**config.mk**
```make
export PLATFORM = sky130hd
export DESIGN_NAME = exTop
export DESIGN_NICKNAME = d
export VERILOG_FILES = /design/src/logic/exec_pkg.sv /design/src/logic/alu.sv /design/src/logic/branchCond.sv /design/src/logic/forwardMux.sv /design/src/logic/execute.sv /design/src/logic/exMemLatch.sv /design/src/logic/exTop.sv
export VERILOG_INCLUDE_DIRS = /design/src /design/src/logic
export SDC_FILE = /design/constraint.sdc
export NUM_CORES = 1
export LEC_CHECK = 0
export BUFFER_PORTS_ARGS = -buffer_cell sky130_fd_sc_hd__buf_2
export CELL_PAD_IN_SITES_DETAIL_PLACEMENT = 0
export CELL_PAD_IN_SITES_GLOBAL_PLACEMENT = 2
export CORE_MARGIN = 2
export CORE_UTILIZATION = 34
export CTS_CLUSTER_DIAMETER = 100
export CTS_CLUSTER_SIZE = 8
export DETAILED_ROUTE_END_ITERATION = 10
export PLACE_DENSITY = 0.86
export REMOVE_ABC_BUFFERS = 1
export SLEW_MARGIN = 25
export SYNTH_ARGS = -nofsm -noshare
export SYNTH_HDL_FRONTEND = slang
export SYNTH_SLANG_ARGS = --single-unit
```
**constraint.sdc**
```tcl
create_clock -name clk -period 13.7 [get_ports clk]
set_input_delay 2.74 -clock clk [delete_from_list [all_inputs] [get_ports clk]]
set_output_delay 2.74 -clock clk [all_outputs]
set_load 0.01 [all_outputs]
```
**src/logic/exec_macros.svh**
```systemverilog
// execute stage constants
// widths, ALU operation codes, branch condition codes
// and the forwarding source encoding
`ifndef EXEC_MACROS_SVH
`define EXEC_MACROS_SVH

// data and PC width
`define EXE_WIDTH    16
`define ALUOP_WIDTH  4
`define BRCH_WIDTH   3
`define FWCTRL_WIDTH 5

// ALU operations
`define ALU_ADD   4'h0
`define ALU_AND   4'h1
`define ALU_OR    4'h2
`define ALU_XOR   4'h3
`define ALU_SLL   4'h4
`define ALU_SRL   4'h5
`define ALU_ROL   4'h6
`define ALU_ROR   4'h7
// A shifted up a byte, low byte of B below it
`define ALU_SLBI  4'h8
`define ALU_BTR   4'h9
`define ALU_PASSB 4'hA

// branch and set conditions
`define BR_NEVER  3'd0
`define BR_ALWAYS 3'd1
`define BR_EQ     3'd2
`define BR_NE     3'd3
`define BR_LT     3'd4
`define BR_LE     3'd5
`define BR_GE     3'd6
`define BR_CO     3'd7

// forwarding sources, low two bits of a control word
`define FW_ADDPC 2'b00
`define FW_MEM   2'b01
`define FW_ALU   2'b10
`define FW_IMM8  2'b11

// control word bit positions
`define FW_STAGE_BIT 2
`define FW_EN_BIT    3
`define FW_STORE_BIT 4

`endif

```
**src/logic/exec_pkg.sv**
```systemverilog
// execute subsystem types
// plain vectors sized from the shared width macros
`include "exec_macros.svh"

package exec_pkg;

   // data word, also used for every PC value
   typedef logic [`EXE_WIDTH-1:0] word_t;

   typedef logic [`ALUOP_WIDTH-1:0] aluOp_t;

   typedef logic [`BRCH_WIDTH-1:0] brch_t;

   // {store fwd, enable, stage, source[1:0]}
   typedef logic [`FWCTRL_WIDTH-1:0] fwCtrl_t;

endpackage

```
**src/logic/alu.sv**
```systemverilog
// 16-bit ALU
// optional operand inversion and carry-in, logic ops, shifts,
// rotates, byte insert and bit reverse, plus the four status flags
`include "exec_macros.svh"

module alu import exec_pkg::*; (
   input  word_t  inA,
   input  word_t  inB,
   input  logic   cin,
   input  logic   invA,
   input  logic   invB,
   input  aluOp_t oper,
   output word_t  result,
   output logic   zero,
   output logic   ofl,
   output logic   cout,
   output logic   signFlag
);

   word_t opA;
   word_t opB;
   word_t reversed;
   logic [3:0] shAmt;
   logic [`EXE_WIDTH:0] addFull;
   logic [2*`EXE_WIDTH-1:0] rolFull;
   logic [2*`EXE_WIDTH-1:0] rorFull;
   logic isAdd;

   // inversion comes first, every op sees the inverted values
   assign opA = invA ? ~inA : inA;
   assign opB = invB ? ~inB : inB;
   assign shAmt = opB[3:0];

   // one extra bit holds the carry out
   assign addFull = {1'b0, opA} + {1'b0, opB} + {{`EXE_WIDTH{1'b0}}, cin};

   // rotates work on a doubled copy of A
   assign rolFull = {opA, opA} << shAmt;
   assign rorFull = {opA, opA} >> shAmt;

   always_comb begin
      for (int i = 0; i < `EXE_WIDTH; i++) begin
         reversed[i] = opA[`EXE_WIDTH-1-i];
      end
   end

   always_comb begin
      case (oper)
         `ALU_ADD:   result = addFull[`EXE_WIDTH-1:0];
         `ALU_AND:   result = opA & opB;
         `ALU_OR:    result = opA | opB;
         `ALU_XOR:   result = opA ^ opB;
         `ALU_SLL:   result = opA << shAmt;
         `ALU_SRL:   result = opA >> shAmt;
         `ALU_ROL:   result = rolFull[2*`EXE_WIDTH-1:`EXE_WIDTH];
         `ALU_ROR:   result = rorFull[`EXE_WIDTH-1:0];
         `ALU_SLBI:  result = {opA[7:0], opB[7:0]};
         `ALU_BTR:   result = reversed;
         `ALU_PASSB: result = opB;
         default:    result = '0;
      endcase
   end

   // carry and overflow only mean something on the adder path
   assign isAdd = (oper == `ALU_ADD);
   assign cout = isAdd & addFull[`EXE_WIDTH];
   // same input signs, different result sign
   assign ofl = isAdd & (opA[`EXE_WIDTH-1] == opB[`EXE_WIDTH-1])
                & (addFull[`EXE_WIDTH-1] != opA[`EXE_WIDTH-1]);

   assign zero = (result == '0);
   assign signFlag = result[`EXE_WIDTH-1];

endmodule

```
**src/logic/branchCond.sv**
```systemverilog
// branch condition unit
// checks the condition code against the ALU flags, the result
// steers branches and set-on-condition writes
`include "exec_macros.svh"

module branchCond import exec_pkg::*; (
   input  brch_t brchSig,
   input  logic  sf,
   input  logic  zf,
   input  logic  of,
   input  logic  cf,
   output logic  taken
);

   logic lessThan;

   // signed less-than from a subtract
   assign lessThan = sf ^ of;

   always_comb begin
      case (brchSig)
         `BR_NEVER:  taken = 1'b0;
         `BR_ALWAYS: taken = 1'b1;
         `BR_EQ:     taken = zf;
         `BR_NE:     taken = ~zf;
         `BR_LT:     taken = lessThan;
         `BR_LE:     taken = lessThan | zf;
         `BR_GE:     taken = ~lessThan;
         `BR_CO:     taken = cf;
         default:    taken = 1'b0;
      endcase
   end

endmodule

```
**src/logic/forwardMux.sv**
```systemverilog
// operand forwarding mux
// picks the register value or one of the EX or MEM stage results
`include "exec_macros.svh"

module forwardMux import exec_pkg::*; (
   input  word_t   regData,
   input  fwCtrl_t fwCtrl,
   input  word_t   x2xAluData,
   input  word_t   x2xImm8Data,
   input  word_t   x2xAddPcData,
   input  word_t   m2xAluData,
   input  word_t   m2xImm8Data,
   input  word_t   m2xMemData,
   input  word_t   m2xAddPcData,
   output word_t   operand
);

   logic [1:0] fwSrc;

   assign fwSrc = fwCtrl[1:0];

   always_comb begin
      operand = regData;
      if (fwCtrl[`FW_EN_BIT]) begin
         if (fwCtrl[`FW_STAGE_BIT]) begin
            // from MEM
            case (fwSrc)
               `FW_ADDPC: operand = m2xAddPcData;
               `FW_MEM:   operand = m2xMemData;
               `FW_ALU:   operand = m2xAluData;
               default:   operand = m2xImm8Data;
            endcase
         end else begin
            // from EX, no memory data exists yet
            case (fwSrc)
               `FW_ADDPC: operand = x2xAddPcData;
               `FW_ALU:   operand = x2xAluData;
               `FW_IMM8:  operand = x2xImm8Data;
               default:   operand = regData;
            endcase
         end
      end
   end

endmodule

```
**src/logic/execute.sv**
```systemverilog
// execute stage, purely combinational
// forwards both operands, runs the ALU and condition check,
// forms the branch target, next PC, link value, store data and result
`include "exec_macros.svh"

module execute import exec_pkg::*; (
   input  word_t   incPc,
   input  word_t   inA,
   input  word_t   inB,
   input  word_t   imm8,
   input  word_t   imm11,
   input  word_t   wrtDataIn,
   input  aluOp_t  aluOp,
   input  brch_t   brchSig,
   input  fwCtrl_t fwCtrlA,
   input  fwCtrl_t fwCtrlB,
   input  logic    cin,
   input  logic    invA,
   input  logic    invB,
   input  logic    immSrc,
   input  logic    aluPc,
   input  logic    aluJmp,
   input  logic    jalSel,
   input  logic    setSel,
   input  logic    slbiSel,
   input  logic    stuSel,
   input  word_t   x2xAluData,
   input  word_t   x2xImm8Data,
   input  word_t   x2xAddPcData,
   input  word_t   m2xAluData,
   input  word_t   m2xImm8Data,
   input  word_t   m2xMemData,
   input  word_t   m2xAddPcData,
   output word_t   aluFinal,
   output word_t   aluOut,
   output word_t   newPc,
   output word_t   addPc,
   output word_t   wrtDataOut
);

   word_t fwdAData;
   word_t fwdBData;
   word_t aluInB;
   word_t pcBase;
   word_t pcImm;
   word_t pcTarget;
   word_t jmpPc;
   logic zeroFlag;
   logic oflFlag;
   logic carryFlag;
   logic signFlag;
   logic taken;

   forwardMux fwdA (
      .regData(inA), .fwCtrl(fwCtrlA),
      .x2xAluData(x2xAluData), .x2xImm8Data(x2xImm8Data), .x2xAddPcData(x2xAddPcData),
      .m2xAluData(m2xAluData), .m2xImm8Data(m2xImm8Data), .m2xMemData(m2xMemData),
      .m2xAddPcData(m2xAddPcData), .operand(fwdAData)
   );

   forwardMux fwdB (
      .regData(inB), .fwCtrl(fwCtrlB),
      .x2xAluData(x2xAluData), .x2xImm8Data(x2xImm8Data), .x2xAddPcData(x2xAddPcData),
      .m2xAluData(m2xAluData), .m2xImm8Data(m2xImm8Data), .m2xMemData(m2xMemData),
      .m2xAddPcData(m2xAddPcData), .operand(fwdBData)
   );

   // STU uses the raw B for the address, forwarded B goes to the store
   assign aluInB = stuSel ? inB : fwdBData;
   // forwarded B is store data when the store bit agrees with stuSel
   assign wrtDataOut = (fwCtrlB[`FW_STORE_BIT] == stuSel) ? fwdBData : wrtDataIn;

   alu u_alu (
      .inA(fwdAData), .inB(aluInB), .cin(cin), .invA(invA), .invB(invB), .oper(aluOp),
      .result(aluOut), .zero(zeroFlag), .ofl(oflFlag), .cout(carryFlag),
      .signFlag(signFlag)
   );

   branchCond u_branchCond (
      .brchSig(brchSig), .sf(signFlag), .zf(zeroFlag), .of(oflFlag), .cf(carryFlag),
      .taken(taken)
   );

   // register-relative jumps add to the ALU result
   assign pcBase = aluPc ? aluOut : incPc;
   assign pcImm = immSrc ? imm11 : imm8;
   assign pcTarget = pcBase + pcImm;

   assign jmpPc = taken ? pcTarget : incPc;
   // link value on jal, otherwise the resolved target
   assign addPc = jalSel ? incPc : jmpPc;
   assign newPc = slbiSel ? incPc : (aluJmp ? aluOut : jmpPc);

   // set instructions write the condition as 0 or 1
   assign aluFinal = setSel ? {{(`EXE_WIDTH-1){1'b0}}, taken} : aluOut;

endmodule

```
**src/logic/exMemLatch.sv**
```systemverilog
// EX/MEM pipeline register
// one entry with a valid/ready handshake on each side,
// contents hold while the consumer stalls
module exMemLatch import exec_pkg::*; (
   input  logic  clk,
   input  logic  rst,
   input  logic  inValid,
   output logic  inReady,
   input  word_t aluFinal,
   input  word_t aluOut,
   input  word_t newPc,
   input  word_t addPc,
   input  word_t wrtData,
   input  word_t imm8,
   output logic  outValid,
   input  logic  outReady,
   output word_t aluFinalQ,
   output word_t aluOutQ,
   output word_t newPcQ,
   output word_t addPcQ,
   output word_t wrtDataQ,
   output word_t imm8Q
);

   logic transfer;

   // free when empty or when the current entry leaves this edge
   assign inReady = ~outValid | outReady;
   assign transfer = inValid & inReady;

   always_ff @(posedge clk) begin
      if (rst) begin
         outValid  <= 1'b0;
         aluFinalQ <= '0;
         aluOutQ   <= '0;
         newPcQ    <= '0;
         addPcQ    <= '0;
         wrtDataQ  <= '0;
         imm8Q     <= '0;
      end else begin
         // empties unless a new item replaces the outgoing one
         if (inReady) begin
            outValid <= inValid;
         end
         if (transfer) begin
            aluFinalQ <= aluFinal;
            aluOutQ   <= aluOut;
            newPcQ    <= newPc;
            addPcQ    <= addPc;
            wrtDataQ  <= wrtData;
            imm8Q     <= imm8;
         end
      end
   end

endmodule

```
**src/logic/exTop.sv**
```systemverilog
// execute subsystem top
// combinational execute stage feeding the EX/MEM register,
// latched results loop back as EX-to-EX forwarding sources
module exTop import exec_pkg::*; (
   input  logic    clk,
   input  logic    rst,
   input  logic    inValid,
   output logic    inReady,
   output logic    outValid,
   input  logic    outReady,
   input  word_t   incPc,
   input  word_t   inA,
   input  word_t   inB,
   input  word_t   imm8,
   input  word_t   imm11,
   input  word_t   wrtDataIn,
   input  aluOp_t  aluOp,
   input  brch_t   brchSig,
   input  fwCtrl_t fwCtrlA,
   input  fwCtrl_t fwCtrlB,
   input  logic    cin,
   input  logic    invA,
   input  logic    invB,
   input  logic    immSrc,
   input  logic    aluPc,
   input  logic    aluJmp,
   input  logic    jalSel,
   input  logic    setSel,
   input  logic    slbiSel,
   input  logic    stuSel,
   input  word_t   m2xAluData,
   input  word_t   m2xImm8Data,
   input  word_t   m2xMemData,
   input  word_t   m2xAddPcData,
   output word_t   aluFinalQ,
   output word_t   newPcQ,
   output word_t   addPcQ,
   output word_t   wrtDataQ,
   output word_t   aluOutQ
);

   word_t aluFinal;
   word_t aluOut;
   word_t newPc;
   word_t addPc;
   word_t wrtData;
   word_t imm8Q;

   // EX-to-EX ALU source is the written-back value, set results included
   execute u_execute (
      .incPc(incPc), .inA(inA), .inB(inB), .imm8(imm8), .imm11(imm11),
      .wrtDataIn(wrtDataIn), .aluOp(aluOp), .brchSig(brchSig),
      .fwCtrlA(fwCtrlA), .fwCtrlB(fwCtrlB), .cin(cin), .invA(invA), .invB(invB),
      .immSrc(immSrc), .aluPc(aluPc), .aluJmp(aluJmp), .jalSel(jalSel),
      .setSel(setSel), .slbiSel(slbiSel), .stuSel(stuSel),
      .x2xAluData(aluFinalQ), .x2xImm8Data(imm8Q), .x2xAddPcData(addPcQ),
      .m2xAluData(m2xAluData), .m2xImm8Data(m2xImm8Data), .m2xMemData(m2xMemData),
      .m2xAddPcData(m2xAddPcData),
      .aluFinal(aluFinal), .aluOut(aluOut), .newPc(newPc), .addPc(addPc),
      .wrtDataOut(wrtData)
   );

   exMemLatch u_exMemLatch (
      .clk(clk), .rst(rst), .inValid(inValid), .inReady(inReady),
      .aluFinal(aluFinal), .aluOut(aluOut), .newPc(newPc), .addPc(addPc),
      .wrtData(wrtData), .imm8(imm8), .outValid(outValid), .outReady(outReady),
      .aluFinalQ(aluFinalQ), .aluOutQ(aluOutQ), .newPcQ(newPcQ), .addPcQ(addPcQ),
      .wrtDataQ(wrtDataQ), .imm8Q(imm8Q)
   );

endmodule

```
[Yosys cells after proc, flatten, opt, wreduce, memory -nomap -nowiden]
Index checks and enable logic that the tools add are counted.
Widths: inputs -> output; s select.
Operators by class
  shift-type cells: 4
  $add $sub $neg: 3
  reductions and logical operators: 5
  eq/ne operators: 26
  bitwise logic cells: 15
  muxes and demuxes: 21
Operator list (count)
  $mux 16: 15
  $pmux 16 s3: 4
  $pmux 16 s11: 1
  $not 16->16: 2
  $shl 32x4->32: 1
  $shr 32x4->16: 1
  $add 16x16->17: 1
  $add 17x1->17: 1
  $add 16x16->16: 1
  $and 16x16->16: 1
  $eq 4x3->1 const B: 4
  $logic_not 16->1: 1
  $or 16x16->16: 1
  $shl 16x4->16: 1
  $shr 16x4->16: 1
  $xor 16x16->16: 1
  $eq 3x3->1 const B: 4
  $eq 4x4->1 const B: 3
  $eq 2x2->1 const B: 4
  $eq 4x2->1 const B: 2
  $pmux 1 s8: 1
  $eq 3x2->1 const B: 2
  $and 1x1->1: 4
  $eq 2x1->1 const B: 2
  10 further kinds: 15
Storage, ports and cells
  register bits: 97
  output and inout bits: 82
  bits of input ports: 191

[Depth between registers and ports, before layout]
  word-level depth: 17
  mapped depth: 35
  gate-level depth less buffers: 31

[By module]
Synthesis repeated with hierarchy kept, for this count alone.
Unflattened totals
  cell total of the unflattened synthesis: 1788
  area total of the unflattened synthesis: 13935.9 sq um
Modules (own cells, without submodules)
  alu: times used 1, cells an instance 716, area an instance 4615.7 sq um
  exMemLatch: times used 1, cells an instance 442, area an instance 4411.7 sq um
  forwardMux: times used 2, cells an instance 168, area an instance 1343.8 sq um
  execute: times used 1, cells an instance 284, area an instance 2152.1 sq um
  branchCond: times used 1, cells an instance 10, area an instance 68.8 sq um

[Worst setup path before layout]
No wires, ideal clock.
  path type: in2reg
  start point: input port fwCtrlB[1]
  end point: register u_exMemLatch.addPcQ[14]
  path buffers: 4
  data arrival time: 9.369 ns
  setup time: 0.086 ns
  setup slack: 4.245 ns
  cell stages on the path: 34
  cells stage by stage: buf_2 buf_6 or4b_1 o21ai_1 nor2_1 a221oi_2 nand2_1 buf_2 buf_1 ha_1 nor2b_1 o21ai_0 a21boi_0 nor3_1 a211oi_1 a21oi_1 a222oi_1 nand3_1 a211oi_1 a21oi_1 ha_1 a21boi_0 o21ai_0 a21boi_0 o21ai_0 a21boi_0 o21ai_0 a21boi_0 o21ai_0 a21boi_0 or4b_2 o2111ai_1 mux2i_1 a211oi_1
Between the ends
  word-level cells in the longest chain between the ends: 16
  elaborated cells between the ends (all ways): 36
  those cells by class: add/sub: 3; eq/ne: 5; shift: 4; mux: 11; bitwise: 11; reduce/logical: 2
RTL lines
  start: declaration: RTL line exTop.sv:20  | input fwCtrl_t fwCtrlB,
  $eq 2x2->1, or another cell as far along: RTL line forwardMux.sv:35  | case (fwSrc)
  $pmux 16 s3, on equally long branches: RTL line forwardMux.sv:35, forwardMux.sv:27
  $mux 16 (*): RTL line forwardMux.sv:25  | if (fwCtrl[`FW_STAGE_BIT]) begin
  $mux 16 (*): RTL line forwardMux.sv:24  | if (fwCtrl[`FW_EN_BIT]) begin
  $mux 16 (*): RTL line execute.sv:69  | assign aluInB = stuSel ? inB : fwdBData;
  $not 16->16: RTL line alu.sv:31  | assign opB = invB ? ~inB : inB;
  $mux 16 (*): RTL line alu.sv:31
  branches (longest 7 deep; another with $add 16x16->17)
  $mux 16 (*): RTL line execute.sv:89  | assign jmpPc = taken ? pcTarget : incPc;
  $mux 16 (*): RTL line execute.sv:91  | assign addPc = jalSel ? incPc : jmpPc;
  end signal: assignment: RTL line exMemLatch.sv:49  | addPcQ <= addPc;
  end: declaration: RTL line exMemLatch.sv:20  | output word_t addPcQ,
Every way passes the cells marked *.
A chain may end at the register's enable or synchronous reset.

[Final worst setup path]
  start point: input port fwCtrlA[1]
  end point: register u_exMemLatch.addPcQ[14]
Between the ends
  word-level cells in the longest chain between the ends: 15
  elaborated cells between the ends (all ways): 35
  those cells by class: add/sub: 3; eq/ne: 5; shift: 4; mux: 10; bitwise: 11; reduce/logical: 2
RTL lines
  start: declaration: RTL line exTop.sv:19  | input fwCtrl_t fwCtrlA,
  $eq 2x2->1, or another cell as far along: RTL line forwardMux.sv:35
  $pmux 16 s3, on equally long branches: RTL line forwardMux.sv:35, forwardMux.sv:27
  $mux 16 (*): RTL line forwardMux.sv:25
  $mux 16 (*): RTL line forwardMux.sv:24
  $not 16->16: RTL line alu.sv:30  | assign opA = invA ? ~inA : inA;
  $mux 16 (*): RTL line alu.sv:30
  branches (longest 7 deep; another with $add 16x16->17)
  $mux 16 (*): RTL line execute.sv:89
  $mux 16 (*): RTL line execute.sv:91
Marks and branches as above.

==> metrics.yaml <==
outcome: "finished clean"
critPathCaptureType: "register"
wl_mm: 56.9
ys_types: 96
viasPerCell: 5.96
clock_latency_ns: 0.37
port_buffers: 271
worstReg2RegEnd: "u_exMemLatch.addPcQ[14]"
slowest_stage: "or4b_2"
grt_pass1_vias: 12900
synth-edff-count: 0
grt_use_total_pct: 29.8
drc: 0
p_leak_nw: 6.19
yosysWarningCount: 0
min_from: "u_exMemLatch.wrtDataQ[3]"
slew_viol_final: 0
fin_area_um2: 14100
cts_tree: "done"
crit_buf_inv: 4
setup_tns_ns: 0
postSynthAreaPerCell_um2: 7.61
setup_viol: 0
crit_top_cell: "a21boi_0"
met2_length_mm: 25.6
slew_headroom_pct: 31.1
timing.final.crit_period_ns: 11.22
htreeDepth: 3
vias: 13600
cts_sinks: 97
cts_resized: 0
initial_utilization_pct: 34.3
clkSlewWorstSetupHoldPaths_ns: 0.08
reg2reg_from: "u_exMemLatch.addPcQ[2]"
ctsHoldBuffers: 0
min_path_cells: 2
ys_ff_latch: 97
critical_path_required_ns: 13.98
gr-total-overflow: 0
rr_worst_depth: 31
drtIter0Drc: 1077
crit_fanout: 32
ant_nets: 0
antenna_found_initial: 15
worstHoldPathType: "reg -> reg"
fp-row-count: 69
rsz0062_at_grt: "false"
die_w_um: 193
cts_buffers: 9
highest_layer: "met5"
dr.pass1.iters: 5
startpoint_type: "input port"
ys_seq_area_share_pct: 16.0
ir_worst_vdd_mv: 0.0620
postSynth.asyncResetShare_pct: 0
fp.dieArea_um2: 37200
gp_congestion: 0.970
wl_met1_mm: 24.7
drive_above_1_share_pct: 23.8
slowest_delay_ns: 0.63
fill_cells: 3770
grt_pass1_wl_mm: 82.3
multi_input_area_um2: 9340
hold_violations: 0
seq_area_um2: 1940
ctsRootBufferMaster: "clkbuf_16"
layout_worst_path_cycle_share_pct: 81.9
tightestPinTransition_ns: 1.03
area_delta_synth_final_pct: 16.5
netlist_area_um2: 12100
hpwl_mm: 44.3
clock.fmax_ghz: 0.0891
cts_max_path_buffers: 2
grt_start_max_net_pins: 79
syn_inst: 1594
p_per_area_nw_per_um2: 97.6
placed_area_um2: 13800
rrSetupSlack_ns: 5.44
wl_per_cell_um: 25.0
core-area_um2: 35400
cap_violations: 0
cp.arrival_ns: 11.50
skew_ns: 0.0125
cpLargestDelayFamily: "compound AO/OA/AOI/OAI gates"
synthFlopType: "dfxtp_1"
critPathKind: "in -> reg"
post_cts_buffers: 0
holdPathEnd: "u_exMemLatch.wrtDataQ[3]"
nNetsFinal: 2040
wl_met3_mm: 4.03
ioPinCount: 273
die_y_um: 193
[cells by family after synthesis]
group	share of synthesized area, %
AND/OR/NAND/NOR	19.0
adder cells (fa/ha/maj)	5.45
buffers and inverters	7.52
AO/OA/AOI/OAI	27.8
flip-flops	16.0
multiplexers	20.2
XOR/XNOR	3.96
[worst max-delay path by stage]
| stage | startpoint | endpoint | slack, ns | cells after the start |
|---|---|---|---|---|
| floorplan | fwCtrlB[1] | u_exMemLatch.addPcQ[14] | 3.90 | 27 |
| global placement | fwCtrlA[1] | u_exMemLatch.addPcQ[14] | 2.32 | 35 |
| finish | fwCtrlA[1] | u_exMemLatch.addPcQ[14] | 2.48 | 33 |
| detailed placement | fwCtrlA[1] | u_exMemLatch.addPcQ[14] | 2.27 | 35 |
| CTS | fwCtrlA[1] | u_exMemLatch.addPcQ[14] | 2.59 | 33 |
| global route | fwCtrlA[1] | u_exMemLatch.addPcQ[14] | 1.87 | 35 |
[final cells by class]
type,count,share of cell area [%]
repair buffers,313,11.9
clock buffers,9,1.59
multi-input cells,1299,66.1
well taps,461,4.08
diodes,13,0.230
inverters,78,2.10
flip-flops and latches,97,13.7
clock inverters,6,0.310
[flip-flops by register name, summed over array words and instances (netlist names)]
signal	cells
u_exMemLatch.newPcQ	16
u_exMemLatch.aluFinalQ	16
u_exMemLatch.wrtDataQ	16
u_exMemLatch.addPcQ	16
u_exMemLatch.imm8Q	16
u_exMemLatch.outValid	1
u_exMemLatch.aluOutQ	16
[worst reg2reg max path: cells and delay by family, from the launching register on]
kind,cells,cell delay [ns]
DFF,1,0.44
adders and majority gates,2,0.73
AOI/OAI and AO/OA,20,4.82
and+or+nand+nor,7,1.85
muxes,1,0.12
buffers and inverters,1,0.23
[cells in the mapped netlist, types with 18 or more instances]
cell type	n	area share, %
nor3_1	42	1.7
clkbuf_1	58	1.8
a21oi_1	122	5.0
nand3_1	25	1.0
ha_1	48	5.0
a211oi_1	63	3.9
o21ai_0	54	2.2
mux2i_1	163	13
nand2_1	124	3.8
nor2_1	207	6.4
nor2b_1	22	1.1
mux2_2	41	3.8
inv_1	74	2.3
nand2b_1	18	0.93
a22oi_1	28	1.7
dfxtp_1	97	16
buf_2	30	1.2
a221oi_1	25	1.8
o22ai_1	26	1.3
xnor2_1	39	2.8
[report_power, final]
part / internal [mW] / switching, mW / leakage (nW)
Clock: 0.124 / 0.126 / 0.137
Sequential: 0.305 / 0.0222 / 0.800
Combinational: 0.302 / 0.500 / 5.26
Total: 0.731 / 0.648 / 6.19
[metrics by stage]
| stage | worst slack (ns) | std cells | power [mW] | util [%] | hold slack, ns |
|---|---|---|---|---|---|
| CTS | 2.59 | 2263 | 1.37 | 39.8 | 0.454 |
| finish | 2.48 | 2276 | 1.38 | 39.9 | 0.455 |
| detailed placement | 2.27 | 2248 | 1.12 | 39.1 | 0.443 |
| global route | 1.87 | 2269 | 1.46 | 39.9 | 0.479 |
| global placement | 2.32 | 2246 | 1.12 | 39.0 | 0.436 |
| floorplan | 3.90 | 1474 | 0.811 | - | 0.435 |
[metal layers]
metal	GRT usage, %	up-vias
li1	-	6332
met1	39.3	6596
met2	46.8	524
met3	6.56	116
met4	13.0	6
met5	0	-
[layout by cell type (no fill, tap or decap), drive strengths merged, types with 8 or more instances in the layout]
cell type,instances
a211oi,67
a21oi,123
a221oi,29
a22oi,28
a311o,11
a311oi,8
a32oi,11
and2,11
and3,11
buf,313
clkbuf,9
dfxtp,97
diode,13
ha,48
inv,79
mux2,47
mux2i,164
mux4,12
nand2,124
nand2b,18
nand3,25
nand4,10
nor2,207
nor2b,22
nor3,43
o211ai,11
o21a,9
o21ai,62
o221ai,12
o22ai,26
xnor2,42
xor2,9
(Power assumes the default switching activity.)
